$ cat config.mk
export PLATFORM = sky130hd
export DESIGN_NAME = pcie_ep_top
export DESIGN_NICKNAME = d
export VERILOG_FILES = /design/src/verilog/pcie_ep_pkg.sv /design/src/verilog/pcie_ep_if.sv /design/src/verilog/pcie_ep_top.sv /design/src/verilog/pcie_intr_ctrl.sv /design/src/verilog/pcie_rx_engine.sv /design/src/verilog/pcie_trg_bridge.sv /design/src/verilog/pcie_tx_engine.sv /design/src/verilog/pcie_usr_regs.sv
export SDC_FILE = /design/constraint.sdc
export NUM_CORES = 1
export LEC_CHECK = 0
export BUFFER_PORTS_ARGS = -buffer_cell sky130_fd_sc_hd__buf_4
export CAP_MARGIN = 25
export CELL_PAD_IN_SITES_DETAIL_PLACEMENT = 0
export CELL_PAD_IN_SITES_GLOBAL_PLACEMENT = 2
export CORE_MARGIN = 4
export CORE_UTILIZATION = 39
export DETAILED_ROUTE_END_ITERATION = 10
export GPL_TIMING_DRIVEN = 0
export HOLD_SLACK_MARGIN = 0.12
export PLACE_DENSITY = 0.82
export SKIP_LAST_GASP = 1
export SLEW_MARGIN = 20
export SYNTH_ARGS = -nofsm -noshare
export SYNTH_HDL_FRONTEND = slang
export SYNTH_SLANG_ARGS = --single-unit
export TNS_END_PERCENT = 1
$ cat constraint.sdc
create_clock -name trn_clk_i -period 12.7 [get_ports trn_clk_i]
set_clock_uncertainty 0.1 [all_clocks]
set_input_delay 0.635 -clock trn_clk_i [delete_from_list [all_inputs] [get_ports trn_clk_i]]
set_output_delay 0.635 -clock trn_clk_i [all_outputs]
set_load 0.05 [all_outputs]
$ cat src/verilog/pcie_ep_pkg.sv
package pcie_ep_pkg;

  // -------------------------------------------------------------------------
  // Local-link and TLP encodings
  // -------------------------------------------------------------------------
  localparam int TRN_DW = 64;                    // 64-bit local-link
  localparam int DW_W   = 32;

  localparam logic [6:0] FMT_MWR32 = 7'b10_00000; // 3DW header, with data
  localparam logic [6:0] FMT_MRD32 = 7'b00_00000; // 3DW header, no data
  localparam logic [6:0] FMT_CPLD  = 7'b10_01010; // Completion with data

  // -------------------------------------------------------------------------
  // BAR0 register map, dword indices
  // -------------------------------------------------------------------------
  localparam int REG_IDX_W = 3;

  localparam logic [REG_IDX_W-1:0] REG_GCTRL      = 3'd0;
  localparam logic [REG_IDX_W-1:0] REG_DEV_CTRL   = 3'd1;
  localparam logic [REG_IDX_W-1:0] REG_SCRATCH    = 3'd2;
  localparam logic [REG_IDX_W-1:0] REG_IRQ        = 3'd3; // Pending bit, set/clear
  localparam logic [REG_IDX_W-1:0] REG_DEV_STATUS = 3'd4; // Read only

  localparam int IRQ_SET_BIT     = 0;
  localparam int IRQ_CLR_BIT     = 1;
  localparam int CFG_BAR0_BIT    = 0;    // Into trn_rbar_hit_n
  localparam int CFG_INT_DIS_BIT = 10;   // Command reg, Interrupt Disable

  // FSM state codes
  localparam logic [1:0] RX_HDR  = 2'd0;
  localparam logic [1:0] RX_DATA = 2'd1;
  localparam logic [1:0] RX_HOLD = 2'd2;
  localparam logic [1:0] BR_IDLE = 2'd0;
  localparam logic [1:0] BR_WB   = 2'd1;
  localparam logic [1:0] BR_CPL  = 2'd2;
  localparam logic [1:0] TX_IDLE = 2'd0;
  localparam logic [1:0] TX_B1   = 2'd1;
  localparam logic [1:0] TX_B2   = 2'd2;

  // Header DW1, request view on receive and completion view on transmit
  typedef union packed {
    struct packed {
      logic [15:0] rid;
      logic [7:0]  tag;
      logic [3:0]  lbe;
      logic [3:0]  fbe;
    } req;
    struct packed {
      logic [15:0] cid;
      logic [2:0]  status;
      logic        bcm;
      logic [11:0] byte_cnt;
    } cpl;
  } tlp_dw1_u;

endpackage

$ cat src/verilog/pcie_ep_if.sv
`timescale 1ns/1ps

// Request from the receive engine to the bridge
interface trg_req_if;
  import pcie_ep_pkg::*;

  logic                 valid;
  logic                 ready;
  logic                 is_rd;    // 1 - MRd, 0 - MWr
  logic [REG_IDX_W-1:0] idx;      // Dword index in BAR0
  logic [DW_W-1:0]      data;
  logic [3:0]           fbe;
  logic [15:0]          rid;
  logic [7:0]           tag;
  logic [2:0]           tc;
  logic [1:0]           attr;

  modport rx  (output valid, is_rd, idx, data, fbe, rid, tag, tc, attr, input ready);
  modport brg (input valid, is_rd, idx, data, fbe, rid, tag, tc, attr, output ready);
endinterface

// Wishbone classic, bridge to register file
interface wb_if;
  import pcie_ep_pkg::*;

  logic                 cyc;
  logic                 stb;
  logic                 we;
  logic [REG_IDX_W-1:0] adr;
  logic [3:0]           sel;
  logic [DW_W-1:0]      dat_w;
  logic [DW_W-1:0]      dat_r;
  logic                 ack;

  modport mst (output cyc, stb, we, adr, sel, dat_w, input dat_r, ack);
  modport slv (input cyc, stb, we, adr, sel, dat_w, output dat_r, ack);
endinterface

// Completion job, bridge to transmit engine
interface cpl_if;
  import pcie_ep_pkg::*;

  logic            valid;
  logic            done;     // Pulse on the last beat taken
  logic [DW_W-1:0] data;
  logic [15:0]     rid;
  logic [7:0]      tag;
  logic [2:0]      tc;
  logic [1:0]      attr;
  logic [6:0]      laddr;    // Lower address

  modport brg (output valid, data, rid, tag, tc, attr, laddr, input done);
  modport tx  (input valid, data, rid, tag, tc, attr, laddr, output done);
endinterface

$ cat src/verilog/pcie_ep_top.sv
`timescale 1ns/1ps

module pcie_ep_top (
  input  logic                           trn_clk_i,
  input  logic                           rst_n_i,
  input  logic                           trn_reset_n_i,
  input  logic                           trn_lnk_up_n_i,
  // Rx local-link
  input  logic [pcie_ep_pkg::TRN_DW-1:0] trn_rd_i,
  input  logic [7:0]                     trn_rrem_n_i,
  input  logic                           trn_rsof_n_i,
  input  logic                           trn_reof_n_i,
  input  logic                           trn_rsrc_rdy_n_i,
  input  logic                           trn_rsrc_dsc_n_i,
  input  logic [6:0]                     trn_rbar_hit_n_i,
  output logic                           trn_rdst_rdy_n_o,
  // Tx local-link
  output logic [pcie_ep_pkg::TRN_DW-1:0] trn_td_o,
  output logic [7:0]                     trn_trem_n_o,
  output logic                           trn_tsof_n_o,
  output logic                           trn_teof_n_o,
  output logic                           trn_tsrc_rdy_n_o,
  output logic                           trn_tsrc_dsc_n_o,
  input  logic                           trn_tdst_rdy_n_i,
  input  logic                           trn_tdst_dsc_n_i,
  // Configuration
  input  logic [7:0]                     cfg_bus_number_i,
  input  logic [4:0]                     cfg_device_number_i,
  input  logic [2:0]                     cfg_function_number_i,
  input  logic [15:0]                    cfg_command_i,
  input  logic                           cfg_interrupt_rdy_n_i,
  input  logic                           cfg_interrupt_msienable_i,
  output logic                           cfg_interrupt_n_o,
  output logic                           cfg_interrupt_assert_n_o,
  output logic [7:0]                     cfg_interrupt_di_o,
  input  logic                           cfg_to_turnoff_n_i,
  output logic                           cfg_turnoff_ok_n_o,
  // User side
  input  logic [pcie_ep_pkg::DW_W-1:0]   p_in_dev_status_i,
  output logic [pcie_ep_pkg::DW_W-1:0]   p_out_gctrl_o,
  output logic [pcie_ep_pkg::DW_W-1:0]   p_out_dev_ctrl_o
);

  logic        rst_n;          // Held in reset while the link is down
  logic [15:0] completer_id;
  logic        irq_pend;

  trg_req_if req_if ();
  wb_if      wb_bus ();
  cpl_if     cpl_bus ();

  assign rst_n              = rst_n_i && trn_reset_n_i && !trn_lnk_up_n_i;
  assign completer_id       = {cfg_bus_number_i, cfg_device_number_i, cfg_function_number_i};
  assign cfg_interrupt_di_o = 8'h00;   // Single vector
  assign trn_tsrc_dsc_n_o   = 1'b1;    // Never discontinue

  pcie_rx_engine m_rx (
    .trn_clk_i, .rst_n_i(rst_n), .trn_rd_i, .trn_rrem_n_i, .trn_rsof_n_i, .trn_reof_n_i,
    .trn_rsrc_rdy_n_i, .trn_rsrc_dsc_n_i, .trn_rbar_hit_n_i, .trn_rdst_rdy_n_o,
    .req(req_if.rx)
  );

  pcie_trg_bridge m_bridge (
    .trn_clk_i, .rst_n_i(rst_n), .req(req_if.brg), .wb(wb_bus.mst), .cpl(cpl_bus.brg),
    .cfg_to_turnoff_n_i, .cfg_turnoff_ok_n_o
  );

  pcie_usr_regs m_regs (
    .trn_clk_i, .rst_n_i(rst_n), .wb(wb_bus.slv), .p_in_dev_status_i,
    .p_out_gctrl_o, .p_out_dev_ctrl_o, .irq_pend_o(irq_pend)
  );

  pcie_tx_engine m_tx (
    .trn_clk_i, .rst_n_i(rst_n), .trn_td_o, .trn_trem_n_o, .trn_tsof_n_o, .trn_teof_n_o,
    .trn_tsrc_rdy_n_o, .trn_tdst_rdy_n_i, .trn_tdst_dsc_n_i,
    .completer_id_i(completer_id), .cpl(cpl_bus.tx)
  );

  pcie_intr_ctrl m_intr (
    .trn_clk_i, .rst_n_i(rst_n), .irq_pend_i(irq_pend), .cfg_command_i,
    .cfg_interrupt_msienable_i, .cfg_interrupt_rdy_n_i, .cfg_interrupt_n_o,
    .cfg_interrupt_assert_n_o
  );

endmodule

$ cat src/verilog/pcie_intr_ctrl.sv
`timescale 1ns/1ps

module pcie_intr_ctrl (
  input  logic        trn_clk_i,
  input  logic        rst_n_i,
  input  logic        irq_pend_i,
  input  logic [15:0] cfg_command_i,
  input  logic        cfg_interrupt_msienable_i,
  input  logic        cfg_interrupt_rdy_n_i,
  output logic        cfg_interrupt_n_o,
  output logic        cfg_interrupt_assert_n_o
);
  import pcie_ep_pkg::*;

  logic pend_d_q;    // Previous pending bit
  logic msi_req_q;   // MSI waiting to go
  logic line_q;      // INTx level last sent
  logic legacy_go;
  logic msi_go;

  // INTx follows the pending level, masked by Interrupt Disable
  assign legacy_go = !cfg_interrupt_msienable_i && !cfg_command_i[CFG_INT_DIS_BIT]
                     && (irq_pend_i != line_q);
  assign msi_go    = cfg_interrupt_msienable_i && msi_req_q;

  always_ff @(posedge trn_clk_i or negedge rst_n_i) begin
    if (!rst_n_i) begin
      pend_d_q                 <= 1'b0;
      msi_req_q                <= 1'b0;
      line_q                   <= 1'b0;
      cfg_interrupt_n_o        <= 1'b1;
      cfg_interrupt_assert_n_o <= 1'b1;
    end else begin
      pend_d_q <= irq_pend_i;
      if (!cfg_interrupt_n_o) begin
        if (!cfg_interrupt_rdy_n_i) cfg_interrupt_n_o <= 1'b1; // Core took it
      end else if (msi_go) begin
        cfg_interrupt_n_o        <= 1'b0;
        cfg_interrupt_assert_n_o <= 1'b1;  // MSI ignores assert_n
        msi_req_q                <= 1'b0;
      end else if (legacy_go) begin
        cfg_interrupt_n_o        <= 1'b0;
        cfg_interrupt_assert_n_o <= !irq_pend_i;  // Assert or deassert INTA
        line_q                   <= irq_pend_i;
      end
      // New rise wins over a clear in the same cycle
      if (cfg_interrupt_msienable_i && irq_pend_i && !pend_d_q) msi_req_q <= 1'b1;
    end
  end

endmodule

$ cat src/verilog/pcie_rx_engine.sv
`timescale 1ns/1ps

module pcie_rx_engine (
  input  logic                           trn_clk_i,
  input  logic                           rst_n_i,
  input  logic [pcie_ep_pkg::TRN_DW-1:0] trn_rd_i,
  input  logic [7:0]                     trn_rrem_n_i,
  input  logic                           trn_rsof_n_i,
  input  logic                           trn_reof_n_i,
  input  logic                           trn_rsrc_rdy_n_i,
  input  logic                           trn_rsrc_dsc_n_i,
  input  logic [6:0]                     trn_rbar_hit_n_i,
  output logic                           trn_rdst_rdy_n_o,
  trg_req_if.rx                          req
);
  import pcie_ep_pkg::*;

  logic [1:0] state_q;
  logic [1:0] state_d;
  logic       beat;       // Beat taken this cycle
  logic       hit_q;      // Header passed every check
  logic       wr_ok;
  logic       hdr_ok;
  logic [6:0] fmt_type;
  tlp_dw1_u   dw1;

  assign beat     = !trn_rsrc_rdy_n_i && !trn_rdst_rdy_n_o;
  assign fmt_type = trn_rd_i[62:56];
  assign dw1      = trn_rd_i[DW_W-1:0];

  // MWr32/MRd32, one dword, hit on BAR0
  assign hdr_ok = (fmt_type == FMT_MWR32 || fmt_type == FMT_MRD32)
                  && trn_rd_i[41:32] == 10'd1
                  && dw1.req.lbe == 4'h0
                  && !trn_rbar_hit_n_i[CFG_BAR0_BIT];

  assign wr_ok     = req.is_rd || trn_rrem_n_i == 8'h00; // Write needs data dword valid
  assign req.valid = (state_q == RX_HOLD);

  always_comb begin
    state_d = state_q;
    case (state_q)
      RX_HDR:  if (beat && !trn_rsof_n_i && trn_reof_n_i && trn_rsrc_dsc_n_i) state_d = RX_DATA;
      RX_DATA: begin
        if (!trn_rsrc_dsc_n_i) begin
          state_d = RX_HDR;                           // Discontinued, drop
        end else if (beat && !trn_reof_n_i) begin
          state_d = (hit_q && wr_ok) ? RX_HOLD : RX_HDR;
        end
      end
      RX_HOLD: if (req.ready) state_d = RX_HDR;       // Bridge took it
      default: state_d = RX_HDR;
    endcase
  end

  always_ff @(posedge trn_clk_i or negedge rst_n_i) begin
    if (!rst_n_i) begin
      state_q          <= RX_HDR;
      hit_q            <= 1'b0;
      trn_rdst_rdy_n_o <= 1'b1;
    end else begin
      state_q          <= state_d;
      trn_rdst_rdy_n_o <= (state_d == RX_HOLD); // Stall while a request waits
      if (state_q == RX_HDR && beat && !trn_rsof_n_i) begin
        hit_q <= hdr_ok;
      end else if (state_q == RX_DATA && beat) begin
        hit_q <= 1'b0;    // Longer packets fall through
      end
    end
  end

  // Request fields, held while valid
  always_ff @(posedge trn_clk_i) begin
    if (state_q == RX_HDR && beat && !trn_rsof_n_i) begin
      req.is_rd <= (fmt_type == FMT_MRD32);
      req.tc    <= trn_rd_i[54:52];
      req.attr  <= trn_rd_i[45:44];
      req.rid   <= dw1.req.rid;
      req.tag   <= dw1.req.tag;
      req.fbe   <= dw1.req.fbe;
    end
    if (state_q == RX_DATA && beat) begin
      req.idx  <= trn_rd_i[DW_W+2 +: REG_IDX_W]; // DW2 address bits above 1:0
      req.data <= trn_rd_i[DW_W-1:0];
    end
  end

endmodule

$ cat src/verilog/pcie_trg_bridge.sv
`timescale 1ns/1ps

module pcie_trg_bridge (
  input  logic   trn_clk_i,
  input  logic   rst_n_i,
  trg_req_if.brg req,
  wb_if.mst      wb,
  cpl_if.brg     cpl,
  input  logic   cfg_to_turnoff_n_i,
  output logic   cfg_turnoff_ok_n_o
);
  import pcie_ep_pkg::*;

  logic [1:0] state_q;
  logic       take;     // Request accepted

  assign take      = req.valid && req.ready;
  assign req.ready = (state_q == BR_IDLE);
  assign wb.cyc    = (state_q == BR_WB);
  assign wb.stb    = (state_q == BR_WB);
  assign cpl.valid = (state_q == BR_CPL);

  // -------------------------------------------------------------------------
  // Control FSM and turn-off answer
  // -------------------------------------------------------------------------
  always_ff @(posedge trn_clk_i or negedge rst_n_i) begin
    if (!rst_n_i) begin
      state_q            <= BR_IDLE;
      cfg_turnoff_ok_n_o <= 1'b1;
    end else begin
      case (state_q)
        BR_IDLE: if (take) state_q <= BR_WB;
        BR_WB:   if (wb.ack) state_q <= wb.we ? BR_IDLE : BR_CPL; // Writes end here
        BR_CPL:  if (cpl.done) state_q <= BR_IDLE;
        default: state_q <= BR_IDLE;
      endcase

      if (cfg_to_turnoff_n_i) begin
        cfg_turnoff_ok_n_o <= 1'b1;
      end else if (state_q == BR_IDLE && !req.valid) begin
        cfg_turnoff_ok_n_o <= 1'b0;            // Nothing outstanding
      end
    end
  end

  // Latched request and read data
  always_ff @(posedge trn_clk_i) begin
    if (take) begin
      wb.we     <= !req.is_rd;
      wb.adr    <= req.idx;
      wb.sel    <= req.fbe;
      wb.dat_w  <= req.data;
      cpl.rid   <= req.rid;
      cpl.tag   <= req.tag;
      cpl.tc    <= req.tc;
      cpl.attr  <= req.attr;
      cpl.laddr <= 7'({req.idx, 2'b00});   // Dword index * 4
    end
    if (state_q == BR_WB && wb.ack) begin
      cpl.data <= wb.dat_r;
    end
  end

endmodule

$ cat src/verilog/pcie_tx_engine.sv
`timescale 1ns/1ps

module pcie_tx_engine (
  input  logic                           trn_clk_i,
  input  logic                           rst_n_i,
  output logic [pcie_ep_pkg::TRN_DW-1:0] trn_td_o,
  output logic [7:0]                     trn_trem_n_o,
  output logic                           trn_tsof_n_o,
  output logic                           trn_teof_n_o,
  output logic                           trn_tsrc_rdy_n_o,
  input  logic                           trn_tdst_rdy_n_i,
  input  logic                           trn_tdst_dsc_n_i,
  input  logic [15:0]                    completer_id_i,
  cpl_if.tx                              cpl
);
  import pcie_ep_pkg::*;

  logic [1:0]      state_q;
  logic            abort_q;   // Packet cut by the core
  logic            step;      // Current beat leaves the bus
  logic [DW_W-1:0] dw0;
  tlp_dw1_u        dw1;
  logic [DW_W-1:0] dw2;

  // -------------------------------------------------------------------------
  // CplD header, 3DW, length 1
  // -------------------------------------------------------------------------
  // R, fmt/type, R, TC, R, TD, EP, attr, R, length
  assign dw0 = {1'b0, FMT_CPLD, 1'b0, cpl.tc, 4'b0000, 1'b0, 1'b0, cpl.attr, 2'b00, 10'd1};

  always_comb begin
    dw1              = '0;
    dw1.cpl.cid      = completer_id_i;
    dw1.cpl.status   = 3'b000;     // Successful Completion
    dw1.cpl.bcm      = 1'b0;
    dw1.cpl.byte_cnt = 12'd4;      // Whole dword
  end

  assign dw2 = {cpl.rid, cpl.tag, 1'b0, cpl.laddr};

  // Beats held from the job fields, stable until done
  assign step             = !trn_tdst_rdy_n_i || !trn_tdst_dsc_n_i;
  assign trn_td_o         = (state_q == TX_B2) ? {dw2, cpl.data} : {dw0, dw1};
  assign trn_trem_n_o     = 8'h00;   // Both dwords valid in either beat
  assign trn_tsrc_rdy_n_o = (state_q == TX_IDLE);
  assign trn_tsof_n_o     = (state_q != TX_B1);
  assign trn_teof_n_o     = (state_q != TX_B2);

  assign cpl.done = (state_q == TX_B2) && !trn_tdst_rdy_n_i && trn_tdst_dsc_n_i && !abort_q;

  always_ff @(posedge trn_clk_i or negedge rst_n_i) begin
    if (!rst_n_i) begin
      state_q <= TX_IDLE;
      abort_q <= 1'b0;
    end else begin
      case (state_q)
        TX_IDLE: begin
          if (cpl.valid) begin
            state_q <= TX_B1;
            abort_q <= 1'b0;
          end
        end
        TX_B1: begin
          if (step) begin
            state_q <= TX_B2;
            abort_q <= !trn_tdst_dsc_n_i;   // Close with teof, resend after
          end
        end
        TX_B2:   if (step) state_q <= TX_IDLE; // Job stays valid on abort
        default: state_q <= TX_IDLE;
      endcase
    end
  end

endmodule

$ cat src/verilog/pcie_usr_regs.sv
`timescale 1ns/1ps

module pcie_usr_regs (
  input  logic                         trn_clk_i,
  input  logic                         rst_n_i,
  wb_if.slv                            wb,
  input  logic [pcie_ep_pkg::DW_W-1:0] p_in_dev_status_i,
  output logic [pcie_ep_pkg::DW_W-1:0] p_out_gctrl_o,
  output logic [pcie_ep_pkg::DW_W-1:0] p_out_dev_ctrl_o,
  output logic                         irq_pend_o
);
  import pcie_ep_pkg::*;

  logic [DW_W-1:0] scratch_q;
  logic [DW_W-1:0] bmask;      // sel expanded to bits
  logic            acc;        // New access, ack goes out next cycle
  logic            wr;

  assign acc   = wb.cyc && wb.stb && !wb.ack;
  assign wr    = acc && wb.we;
  assign bmask = {{8{wb.sel[3]}}, {8{wb.sel[2]}}, {8{wb.sel[1]}}, {8{wb.sel[0]}}};

  function automatic logic [DW_W-1:0] merge(input logic [DW_W-1:0] old_v,
                                            input logic [DW_W-1:0] new_v,
                                            input logic [DW_W-1:0] mask);
    merge = (old_v & ~mask) | (new_v & mask);
  endfunction

  always_ff @(posedge trn_clk_i or negedge rst_n_i) begin
    if (!rst_n_i) begin
      wb.ack           <= 1'b0;
      p_out_gctrl_o    <= '0;
      p_out_dev_ctrl_o <= '0;
      irq_pend_o       <= 1'b0;
    end else begin
      wb.ack <= acc;                  // One cycle, registered
      if (wr && wb.adr == REG_GCTRL) p_out_gctrl_o <= merge(p_out_gctrl_o, wb.dat_w, bmask);
      if (wr && wb.adr == REG_DEV_CTRL) begin
        p_out_dev_ctrl_o <= merge(p_out_dev_ctrl_o, wb.dat_w, bmask);
      end
      if (wr && wb.adr == REG_IRQ && wb.sel[0]) begin
        if (wb.dat_w[IRQ_SET_BIT]) irq_pend_o <= 1'b1;
        else if (wb.dat_w[IRQ_CLR_BIT]) irq_pend_o <= 1'b0;
      end
    end
  end

  // Scratch and read mux
  always_ff @(posedge trn_clk_i) begin
    if (wr && wb.adr == REG_SCRATCH) scratch_q <= merge(scratch_q, wb.dat_w, bmask);
    if (acc) begin
      case (wb.adr)
        REG_GCTRL:      wb.dat_r <= p_out_gctrl_o;
        REG_DEV_CTRL:   wb.dat_r <= p_out_dev_ctrl_o;
        REG_SCRATCH:    wb.dat_r <= scratch_q;
        REG_IRQ:        wb.dat_r <= {{(DW_W-1){1'b0}}, irq_pend_o};
        REG_DEV_STATUS: wb.dat_r <= p_in_dev_status_i;
        default:        wb.dat_r <= '0;       // Unmapped
      endcase
    end
  end

endmodule
==> results of run 1 <==
[per-layer routing]
layer | up-vias | track usage [%]
met5 | - | 0
met2 | 205 | 30.3
met3 | 37 | 4.13
li1 | 3287 | -
met4 | 0 | 4.50
met1 | 3488 | 22.9
[layout by cell type (no fill, tap or decap), drive strengths merged, types with 2 or more instances in the layout]
master	netlist	routed
buf	32	304
edfxtp	234	234
nand2	104	104
dfrtp	77	77
mux2	66	66
clkbuf	14	65
a22oi	62	62
and2	33	33
conb	2	21
nand3	10	10
inv	7	8
nand2b	7	7
clkinv	0	7
nor2	6	6
and3	5	5
nor4	5	5
nor2b	5	5
dfstp	4	4
nor3b	4	4
nor3	4	4
o21ai	3	3
a32o	2	2
or3	2	2
nor4b	2	2
o22ai	2	2
mux2i	2	2
clkinvlp	0	2
dlygate4sd3	0	2
[critical path, stage by stage, from the launching register on]
cell and delay, ns:
dfrtp_1 0.42, nor2b_1 0.37, clkbuf_1 0.58, buf_2 0.41
nand2_1 0.09, nand2_1 0.08, buf_4 0.20
[power groups by stage]
stage | clock network [W] | registers, W | logic, W
2_1_floorplan | 0 | 0.00130 | 0.000309
3_5_place_dp | 0 | 0.00121 | 0.000636
6_report | 0.000910 | 0.00119 | 0.000630
5_1_grt | 0.000985 | 0.00119 | 0.000660
3_3_place_gp | 0 | 0.00121 | 0.000628
4_1_cts | 0.000939 | 0.00119 | 0.000638
[stage by stage]
step | instance area (sq um) | setup slack, ns
floorplan | 11800 | 6.69
global placement | 14200 | 3.22
detailed placement | 14500 | 9.78
CTS | 15600 | 9.23
global route | 15600 | 9.15
finish | 15600 | 9.31
[cell families (layout without fill, tap and decap cells)]
logic type,after synthesis,in the layout,share of synthesized area (%)
other cells,2,22,0.0639
simple gates,193,193,8.73
xor+xnor,1,1,0.0745
flops,315,315,77.0
compound gates,79,79,5.04
mux,68,68,6.49
buf+inv,53,388,2.57
[how the worst max path moves through the flow]
stage                                start                              end  slack, ns  depth (start not counted)
6_report       m_tx.state_q[0]$_DFFE_PN0P_                     trn_td_o[44]       9.31                          6
5_1_grt        m_tx.state_q[1]$_DFFE_PN0P_                     trn_td_o[20]       9.15                          6
4_1_cts        m_tx.state_q[0]$_DFFE_PN0P_                     trn_td_o[44]       9.23                          6
3_5_place_dp   m_tx.state_q[0]$_DFFE_PN0P_                     trn_td_o[30]       9.78                          6
3_3_place_gp     m_rx.state_q[0]$_DFF_PN0_  m_bridge.state_q[0]$_DFFE_PN0P_       3.22                          3
2_1_floorplan    m_rx.state_q[0]$_DFF_PN0_  m_bridge.state_q[0]$_DFFE_PN0P_       6.69                          3
[cell type report]
cell class | instances | area [sq um]
well taps | 390 | 488
plain buffers | 46 | 277
inverters | 7 | 26.3
multi-input cells | 362 | 2490
clock inverters | 10 | 61.3
flip-flops and latches | 315 | 9060
repair buffers | 274 | 2210
diodes | 1 | 2.50
clock buffers | 51 | 966
fillers | 2531 | 14100
==> qor.yml, run 1 <==
outcome:
  status: "complete, no violations"
timing:
  period_minus_slack_ns: 3.39
  setup_tns_ns: 0
  worst_slew_margin_rel_pct: 31.5
  rsz0062_at_grt: "no"
  hold_violations: 0
  holdWs_ns: 0.201
  drv_slew: 0
  period_share_pct: 26.7
  max_clock_freq_mhz: 295
  tightest_slew_ns: 1.03
  finalSetupViolCount: 0
power_and_ir_drop:
  total_power_w: 0.00273
  p_leak_nw: 6.56
  p_sw_w: 0.000856
  peakVddDrop_mv: 0.110
  powerDensity_nw_per_um2: 175
  sequentialPowerShare_pct: 43.6
  p_comb_share_pct: 23.1
  power_switching_share_pct: 31.4
  p_clk_share_pct: 33.3
  intPower_w: 0.00187
cells_and_area:
  syn_to_final_growth_pct: 32.5
  final_layout_size_suffix_gt1_share_pct: 40.8
  final_cells: 1456
  final_nets: 1196
  final_core_util_pct: 52.4
global_routing:
  grt_antenna_before_repair: 0
  grt_util_all_layers_pct: 17.7
  grt_max_degree: 25
  grt_pass1_wl_um: 44400
  grt-ovfl-total: 0
  grt_pass1_vias: 7395
synthesis:
  yosysTopAreaCell: "edfxtp_1"
  synth_cells: 711
  synthDistinctLibCells: 50
  post-synth-top-count-cell: "edfxtp_1"
  ys.flop_type: "edfxtp_1"
  async_flop_share_pct: 25.7
  yosys-top-cells-count: "edfxtp_1, nand2_1, dfrtp_1"
  syn_area_sq_um: 11800
  ys_ff_latch: 315
  synth_edf_count: 234
  yosysSeqAreaShare_pct: 77.0
  ys_warn_count: 0
  ys_top_cells_by_area: "edfxtp_1, dfrtp_1, mux2_2"
  synth_top_area_share_pct: 59.7
  syn-mean-instance-area_sq_um: 16.5
routing:
  routed_wl_um: 29600
  ant_nets: 0
  via_per_inst: 4.82
  dr.pass1.iters: 4
  wl_met1_um: 12100
  drc_errors: 0
  drt-initial-drc-count: 372
  route.met3.wl_um: 2000
  wl_met2_um: 15000
  wl_per_cell_um: 20.3
  vias: 7017
  top_layer_used: "met4"
clocking:
  clk_pin_slew_worst_paths_ns: 0.06
  numCtsBuffers: 34
  cts_buffer_depth: 3
  cts_max_level: 2
  clk_latency_ns: 0.50
  root_buffer: "clkbuf_16"
  cts_setup_buffers: 0
  cts_resized: 0
  cts.sinks: 315
  ctsHoldBuffers: 2
  cts_tree: "built"
floorplan:
  die_area_sq_um: 33000
  die-height_um: 182
  die_x_um: 182
  row_count: 63
  fp.coreArea_sq_um: 29700
  num_io_pins: 308
  start_util_pct: 39.6
setup_path:
  r2r_slack_ns: 10.16
  worstPathMaxFanout: 10
  reg2reg_depth: 4
  crit_type: "flip-flop to output pin"
  cp-end-kind: "output pin"
  worstPathArrival_ns: 2.66
  r2r-start: "m_bridge.wb.adr[1]$_DFFE_PP_"
  start_kind: "flip-flop"
  reg2reg_to: "m_regs.wb.dat_r[7]$_DFFE_PP_"
  crit_required_ns: 11.97
hold_path:
  hold_path_class: "primary input to async pin"
placement:
  globalplace.congestion: 0.741
  port_buffers: 255
  dp_hpwl_um: 21200
  dpl.cell_count: 1392
flow_run:
  cap_violations: 0
Power figures use the tool's default switching activity.
==> run 2, diff against run 1 <==
--- a/config.mk
+++ b/config.mk
@@ -10,11 +10,11 @@
 export CELL_PAD_IN_SITES_DETAIL_PLACEMENT = 0
 export CELL_PAD_IN_SITES_GLOBAL_PLACEMENT = 2
 export CORE_MARGIN = 4
-export CORE_UTILIZATION = 39
+export CORE_UTILIZATION = 33
 export DETAILED_ROUTE_END_ITERATION = 10
 export GPL_TIMING_DRIVEN = 0
 export HOLD_SLACK_MARGIN = 0.12
-export PLACE_DENSITY = 0.82
+export PLACE_DENSITY = 0.74
 export SKIP_LAST_GASP = 1
 export SLEW_MARGIN = 20
 export SYNTH_ARGS = -nofsm -noshare
==> constraint.sdc (replaced) <==
create_clock -name trn_clk_i -period 3.1 [get_ports trn_clk_i]
set_clock_uncertainty 0.1 [all_clocks]
set_input_delay 0.155 -clock trn_clk_i [delete_from_list [all_inputs] [get_ports trn_clk_i]]
set_output_delay 0.155 -clock trn_clk_i [all_outputs]
set_load 0.05 [all_outputs]
==> run 2 against run 1 <==
  * Register-to-register slack worse by 9.9 ns
  * Count of clock-buffer cells in the layout increased by 4
  * Wire length is 10% higher
  * Cell count rose by 11%
  * Hold slack got worse by 0.021 ns
  * Utilization fell by 4.4 points
  * Clock power rose to 4.5 times the previous value
  * Non-clock buffer count rose by 94
  * Flip-flop and latch count stayed put
  * Critical endpoint is now m_rx.trn_rdst_rdy_n_o$_DFF_PN1_
  * Largest power group unchanged
==> qor.yml, run 2 (synthesized netlist as in run 1, its figures left out) <==
global_routing:
  grt_max_degree: 24
  grt_pass1_wl_um: 48600
  grt_util_all_layers_pct: 16.6
  use_met2_pct: 28.1
  grt_pass1_vias: 7902
  grt-busiest-layer: "met2"
  gr-usage-met3_pct: 4.60
  grt_antenna_before_repair: 0
  grt-ovfl-total: 0
  grtUsageMet1_pct: 21.0
cells_and_area:
  final_layout_size_suffix_gt1_share_pct: 37.5
  layout_commonest_cell: "buf_4"
  syn_to_final_growth_pct: 42.6
  fill_cells: 3109
  register_area_sq_um: 9060
  final_cell_mix: "buf_4, edfxtp_1, nand2_1"
  insertedDiodeCount: 0
  final_core_util_pct: 48.1
  final_nets: 1292
  multi_input_area_sq_um: 2500
timing:
  tightest_slew_ns: 1.01
  fin_ws_ns: 0.249
  worst_slew_margin_rel_pct: 32.7
  period_share_pct: 92.0
  hold_violations: 0
  finalSetupViolCount: 0
  drv_slew: 0
  max_clock_freq_mhz: 351
  holdWs_ns: 0.180
  period_minus_slack_ns: 2.85
  rsz0062_at_grt: "no"
routing:
  drc_errors: 0
  wl_per_cell_um: 20.1
  via_per_inst: 4.58
  dr.pass1.iters: 5
  vias: 7410
  drt-initial-drc-count: 366
  routed_wl_um: 32600
  ant_nets: 0
setup_path:
  worstPathArrival_ns: 3.21
  crit_type: "flip-flop to flip-flop"
  crit_required_ns: 3.46
  cp-end-kind: "flip-flop"
  start_kind: "flip-flop"
  worstPathMaxFanout: 20
flow_run:
  cap_violations: 0
floorplan:
  fp.coreArea_sq_um: 34900
  die_x_um: 197
  start_util_pct: 33.7
  row_count: 68
  die-height_um: 197
  num_io_pins: 308
  die_area_sq_um: 38700
placement:
  port_buffers: 255
  dp_hpwl_um: 22700
  place_ws_ns: 0.451
  globalplace.congestion: 0.724
clocking:
  cts_tree: "built"
  cts.sinks: 315
  cts_buffer_depth: 3
  clk_pin_slew_worst_paths_ns: 0.06
  clk_latency_ns: 0.53
  root_buffer: "clkbuf_16"
  cts_max_level: 2
  numCtsBuffers: 36
power_and_ir_drop:
  peakVddDrop_mv: 0.444
  p_leak_nw: 7.03
  powerDensity_nw_per_um2: 695
outcome:
  status: "complete, no violations"
hold_path:
  hold_path_class: "primary input to flip-flop"
run 2: cell types whose count changed in the layout (fill, tap and decap cells not counted), sizes merged:
cell,before,now
buf,304,301
bufinv,0,1
clkbuf,65,69
clkinvlp,2,0
diode,1,0
dlygate4sd3,2,99
inv,8,10
run 2: where the power goes:
group	internal, W	leakage, nW	switching, W
Combinational	0.000865	3.26	0.00185
Clock	0.00239	0.553	0.00167
Sequential	0.00473	3.22	0.000141
Total	0.00798	7.03	0.00367
run 2: worst max-delay path, cell delays in order, from the launching register on:
cell	delay, ns
dfrtp_1	0.43
or4b_2	0.72
inv_2	0.41
buf_12	0.26
nand4b_1	0.14
o22ai_1	0.16
dlygate4sd3_1	0.56
run 2: stage by stage:
stage	total power, W	cells	instance area [sq um]	TNS, ns
3_5_place_dp	0.00760	1454	14600	0
4_1_cts	0.0118	1619	16800	0
3_3_place_gp	0.00756	1440	14300	-383.69
2_1_floorplan	0.00660	730	11800	-51.87
5_1_grt	0.0122	1619	16800	0
6_report	0.0117	1619	16800	0
run 2: worst paths after layout:
path	startpoint	to	slack [ns]	cells past startpoint
max in group asynchronous	trn_lnk_up_n_i	async pin	0.97	7
hold / removal	trn_rsrc_rdy_n_i	m_rx.req.idx[1]$_DFFE_PP_	0.18	3
setup / recovery	m_rx.state_q[1]$_DFF_PN0_	m_rx.trn_rdst_rdy_n_o$_DFF_PN1_	0.25	6
hold reg to reg	m_rx.req.tag[6]$_DFFE_PP_	m_bridge.cpl.tag[6]$_DFFE_PP_	0.31	0
setup reg to reg	m_rx.state_q[1]$_DFF_PN0_	m_rx.trn_rdst_rdy_n_o$_DFF_PN1_	0.25	6
min in group asynchronous	rst_n_i	async pin	0.72	5
run 2: final cells by class:
class                   count  share of cell area [%]
plain buffers              46                    1.66
clock buffers              55                    6.10
clock inverters            11                   0.679
inverters                   7                   0.157
multi-input cells         362                    14.9
flip-flops and latches    315                    54.0
well taps                 455                    3.39
repair buffers            368                    19.1
run 2: repair_timing:
action                                  CTS  global route
endpoints found under the hold margin   195             0
buffers inserted                          0             0
endpoints found under the setup margin    0            10
resized for setup                         0             2
hold buffers                             99             0
run 2: per-layer routing:
layer,share of wire [%],routed length (um)
met1,41,13500
met2,50,16200
met3,6.6,2140
met4,2.3,737
met5,0,0
==> run 3, diff against run 2 <==
--- a/config.mk
+++ b/config.mk
@@ -5,12 +5,13 @@
 export SDC_FILE = /design/constraint.sdc
 export NUM_CORES = 1
 export LEC_CHECK = 0
+export ABC_AREA = 1
 export BUFFER_PORTS_ARGS = -buffer_cell sky130_fd_sc_hd__buf_4
 export CAP_MARGIN = 25
 export CELL_PAD_IN_SITES_DETAIL_PLACEMENT = 0
 export CELL_PAD_IN_SITES_GLOBAL_PLACEMENT = 2
 export CORE_MARGIN = 4
-export CORE_UTILIZATION = 33
+export CORE_UTILIZATION = 31
 export DETAILED_ROUTE_END_ITERATION = 10
 export GPL_TIMING_DRIVEN = 0
 export HOLD_SLACK_MARGIN = 0.12
==> run 3 against run 2 <==
  * Sequential power about the same
  * Via count increased by 7.3%
  * Clock power decreased by 11%
  * Area after synthesis increased by 0.24%
  * Non-clock buffer count decreased by 3
  * Critical endpoint is now m_rx.state_q[0]$_DFF_PN0_
  * Sequential share of layout area increased by 0.67 points
==> qor.yml, run 3 <==
global_routing:
  grt_pass1_wl_um: 49200
  grt_antenna_before_repair: 0
  grt_util_all_layers_pct: 15.5
  grt_max_degree: 36
  grt_pass1_vias: 8280
  grt-ovfl-total: 0
setup_path:
  r2r_slack_ns: 0.12
  reg2reg_depth: 8
  crit_type: "flip-flop to flip-flop"
  worstPathArrival_ns: 3.38
  crit_required_ns: 3.50
  r2r-start: "m_rx.state_q[1]$_DFF_PN0_"
  cp-end-kind: "flip-flop"
  start_kind: "flip-flop"
  worstPathMaxFanout: 6
  reg2reg_to: "m_rx.state_q[0]$_DFF_PN0_"
power_and_ir_drop:
  power_switching_share_pct: 32.0
  intPower_w: 0.00757
  powerDensity_nw_per_um2: 672
  sequentialPowerShare_pct: 43.6
  p_leak_nw: 6.97
  p_comb_share_pct: 24.1
  p_sw_w: 0.00356
  peakVddDrop_mv: 0.443
  total_power_w: 0.0111
  p_clk_share_pct: 32.3
hold_path:
  min-delay-start: "trn_rd_i[12]"
  hold_path_depth: 2
  hold_path_class: "primary input to flip-flop"
  whs_endpoint: "m_rx.req.data[12]$_DFFE_PP_"
timing:
  period_share_pct: 96.1
  rsz0062_at_grt: "yes"
  period_minus_slack_ns: 2.98
  max_clock_freq_mhz: 336
  drv_slew: 0
  setup_tns_ns: 0
  tightest_slew_ns: 0.968
  finalSetupViolCount: 0
  hold_violations: 0
  worst_slew_margin_rel_pct: 35.0
  fin_ws_ns: 0.120
cells_and_area:
  register_area_sq_um: 9060
  final_area_sq_um: 16600
  syn_to_final_growth_pct: 40.5
  layout_commonest_cell: "nand2_1"
  final_cell_mix: "nand2_1, buf_4, edfxtp_1"
  fill_cells: 3528
  multi_input_area_sq_um: 2230
  final_nets: 1518
  insertedDiodeCount: 0
  final_layout_size_suffix_gt1_share_pct: 25.2
synthesis:
  synth_xor_area_share_pct: 0.0743
  synthDistinctLibCells: 24
  synth_compound_area_share_pct: 3.29
  yosys-top-cells-count: "nand2_1, edfxtp_1, inv_1"
  yosysSeqAreaShare_pct: 76.8
  async_flop_share_pct: 25.7
  synth_fa_ha_area_share_pct: 0
  synth_cells: 950
  synth_edf_count: 234
  synth_top_area_share_pct: 59.6
  synth_mux_area_share_pct: 0.0955
  ys_top_cells_by_area: "edfxtp_1, dfrtp_1, nand2_1"
  ys_ff_latch: 315
  ys.flop_type: "edfxtp_1"
  yosys.area_share.simple_pct: 14.6
  syn_area_sq_um: 11800
  synth_top_family_by_area: "simple AND/OR/NAND/NOR gates"
  yosysTopAreaCell: "edfxtp_1"
  post-synth-top-count-cell: "nand2_1"
  syn-mean-instance-area_sq_um: 12.4
  ys_warn_count: 0
placement:
  place_ws_ns: 0.102
  postPlaceCellArea_sq_um: 14600
  globalplace.congestion: 0.798
  port_buffers: 255
  dp_hpwl_um: 24400
clocking:
  cts_tree: "built"
  cts_max_level: 1
  cts.sinks: 315
  clk_pin_slew_worst_paths_ns: 0.06
  root_buffer: "clkbuf_16"
  clk_latency_ns: 0.56
  cts_setup_buffers: 0
  numCtsBuffers: 31
  cts_buffer_depth: 3
routing:
  drc_errors: 0
  drt-initial-drc-count: 467
  via_per_inst: 4.20
  wl_per_cell_um: 17.3
  routed_wl_um: 32800
  vias: 7954
  dr.pass1.iters: 4
  ant_nets: 0
outcome:
  status: "complete, no violations"
floorplan:
  num_io_pins: 308
  start_util_pct: 31.4
  fp.coreArea_sq_um: 37600
  die-height_um: 203
  die_area_sq_um: 41200
  die_x_um: 203
  row_count: 71
flow_run:
  cap_violations: 0
run 3: changes by cell type after synthesis, moves of 5 or more:
cell	change
nand2_1	+181
nand2b_1	-7
o21ai_0	+70
buf_2	-6
clkbuf_1	+13
inv_1	+78
nand4_1	+33
nand3_1	+13
and2_1	-33
nor2_1	+62
nor2b_1	-5
mux2_2	-61
a22oi_1	-62
nor4_1	-5
run 3: cell type report:
class	instances	share of cell area [%]
timing repair buffer	360	18.6
clock buffer	37	4.82
sequential	315	54.7
tap	511	3.86
inverter	85	1.93
clock inverter	19	1.00
buffer	51	1.67
multi-input combinational	518	13.5
run 3: power groups by stage:
stage	logic (W)	clock network, W	registers [W]
3_5_place_dp	0.00261	0	0.00494
6_report	0.00268	0.00360	0.00485
4_1_cts	0.00272	0.00370	0.00485
5_1_grt	0.00283	0.00389	0.00487
2_1_floorplan	0.00125	0	0.00531
3_3_place_gp	0.00258	0	0.00493
run 3: through the flow:
step                instances  util, %  hold WS (ns)
CTS                      1896     44.1         0.187
detailed placement       1743     38.9         0.201
finish                   1896     44.1         0.225
global route             1896     44.1         0.204
floorplan                 969        -         0.111
global placement         1735     38.4         0.200
run 3: worst max path at each step:
stage	startpoint	to	slack, ns	depth (start not counted)
after global routing	m_rx.state_q[1]$_DFF_PN0_	m_rx.state_q[0]$_DFF_PN0_	-0.04	8
after global placement	m_bridge.state_q[0]$_DFFE_PN0P_	m_bridge.cpl.rid[10]$_DFFE_PP_	-2.40	3
final	m_rx.state_q[1]$_DFF_PN0_	m_rx.state_q[0]$_DFF_PN0_	0.12	8
after detailed placement	m_bridge.wb.adr[1]$_DFFE_PP_	flip-flop	0.10	4
after floorplan	m_bridge.state_q[0]$_DFFE_PN0P_	m_bridge.cpl.attr[0]$_DFFE_PP_	-0.96	3
after CTS	m_bridge.wb.adr[1]$_DFFE_PP_	flip-flop	0.05	4
run 3: layer usage:
layer / share of wire (%) / GRT usage, % / vias to the layer above / wire (um)
met5: 0 / 0 / - / 0
met4: 3.0 / 4.91 / 0 / 977
met3: 5.1 / 3.02 / 49 / 1660
met2: 48 / 25.7 / 193 / 15700
met1: 44 / 20.8 / 3739 / 14500
li1: - / - / 3973 / -
run 3: cells by family (layout without fill, tap and decap cells):
| logic type | count (synthesis) | count (layout) |
|---|---|---|
| AO/OA/AOI/OAI | 77 | 77 |
| XOR/XNOR | 1 | 1 |
| buffers and inverters | 136 | 552 |
| flip-flops | 315 | 315 |
| multiplexers | 1 | 1 |
| other | 2 | 21 |
| AND/OR/NAND/NOR | 418 | 418 |
run 3: what timing repair did:
action / in CTS / in global routing
hold buffers: 97 / 0
gates resized for setup: 0 / 0
endpoints found under the hold margin: 152 / 0
endpoints found under the setup margin: 0 / 2
run 3: critical path, stage by stage (launching register included):
cell	delay [ns]
dfrtp_1	0.41
nor3_1	0.23
nand2_1	0.13
dlygate4sd3_1	0.60
inv_2	0.18
nand3_1	0.09
dlygate4sd3_1	0.56
o21ai_0	0.06
dlygate4sd3_1	0.56
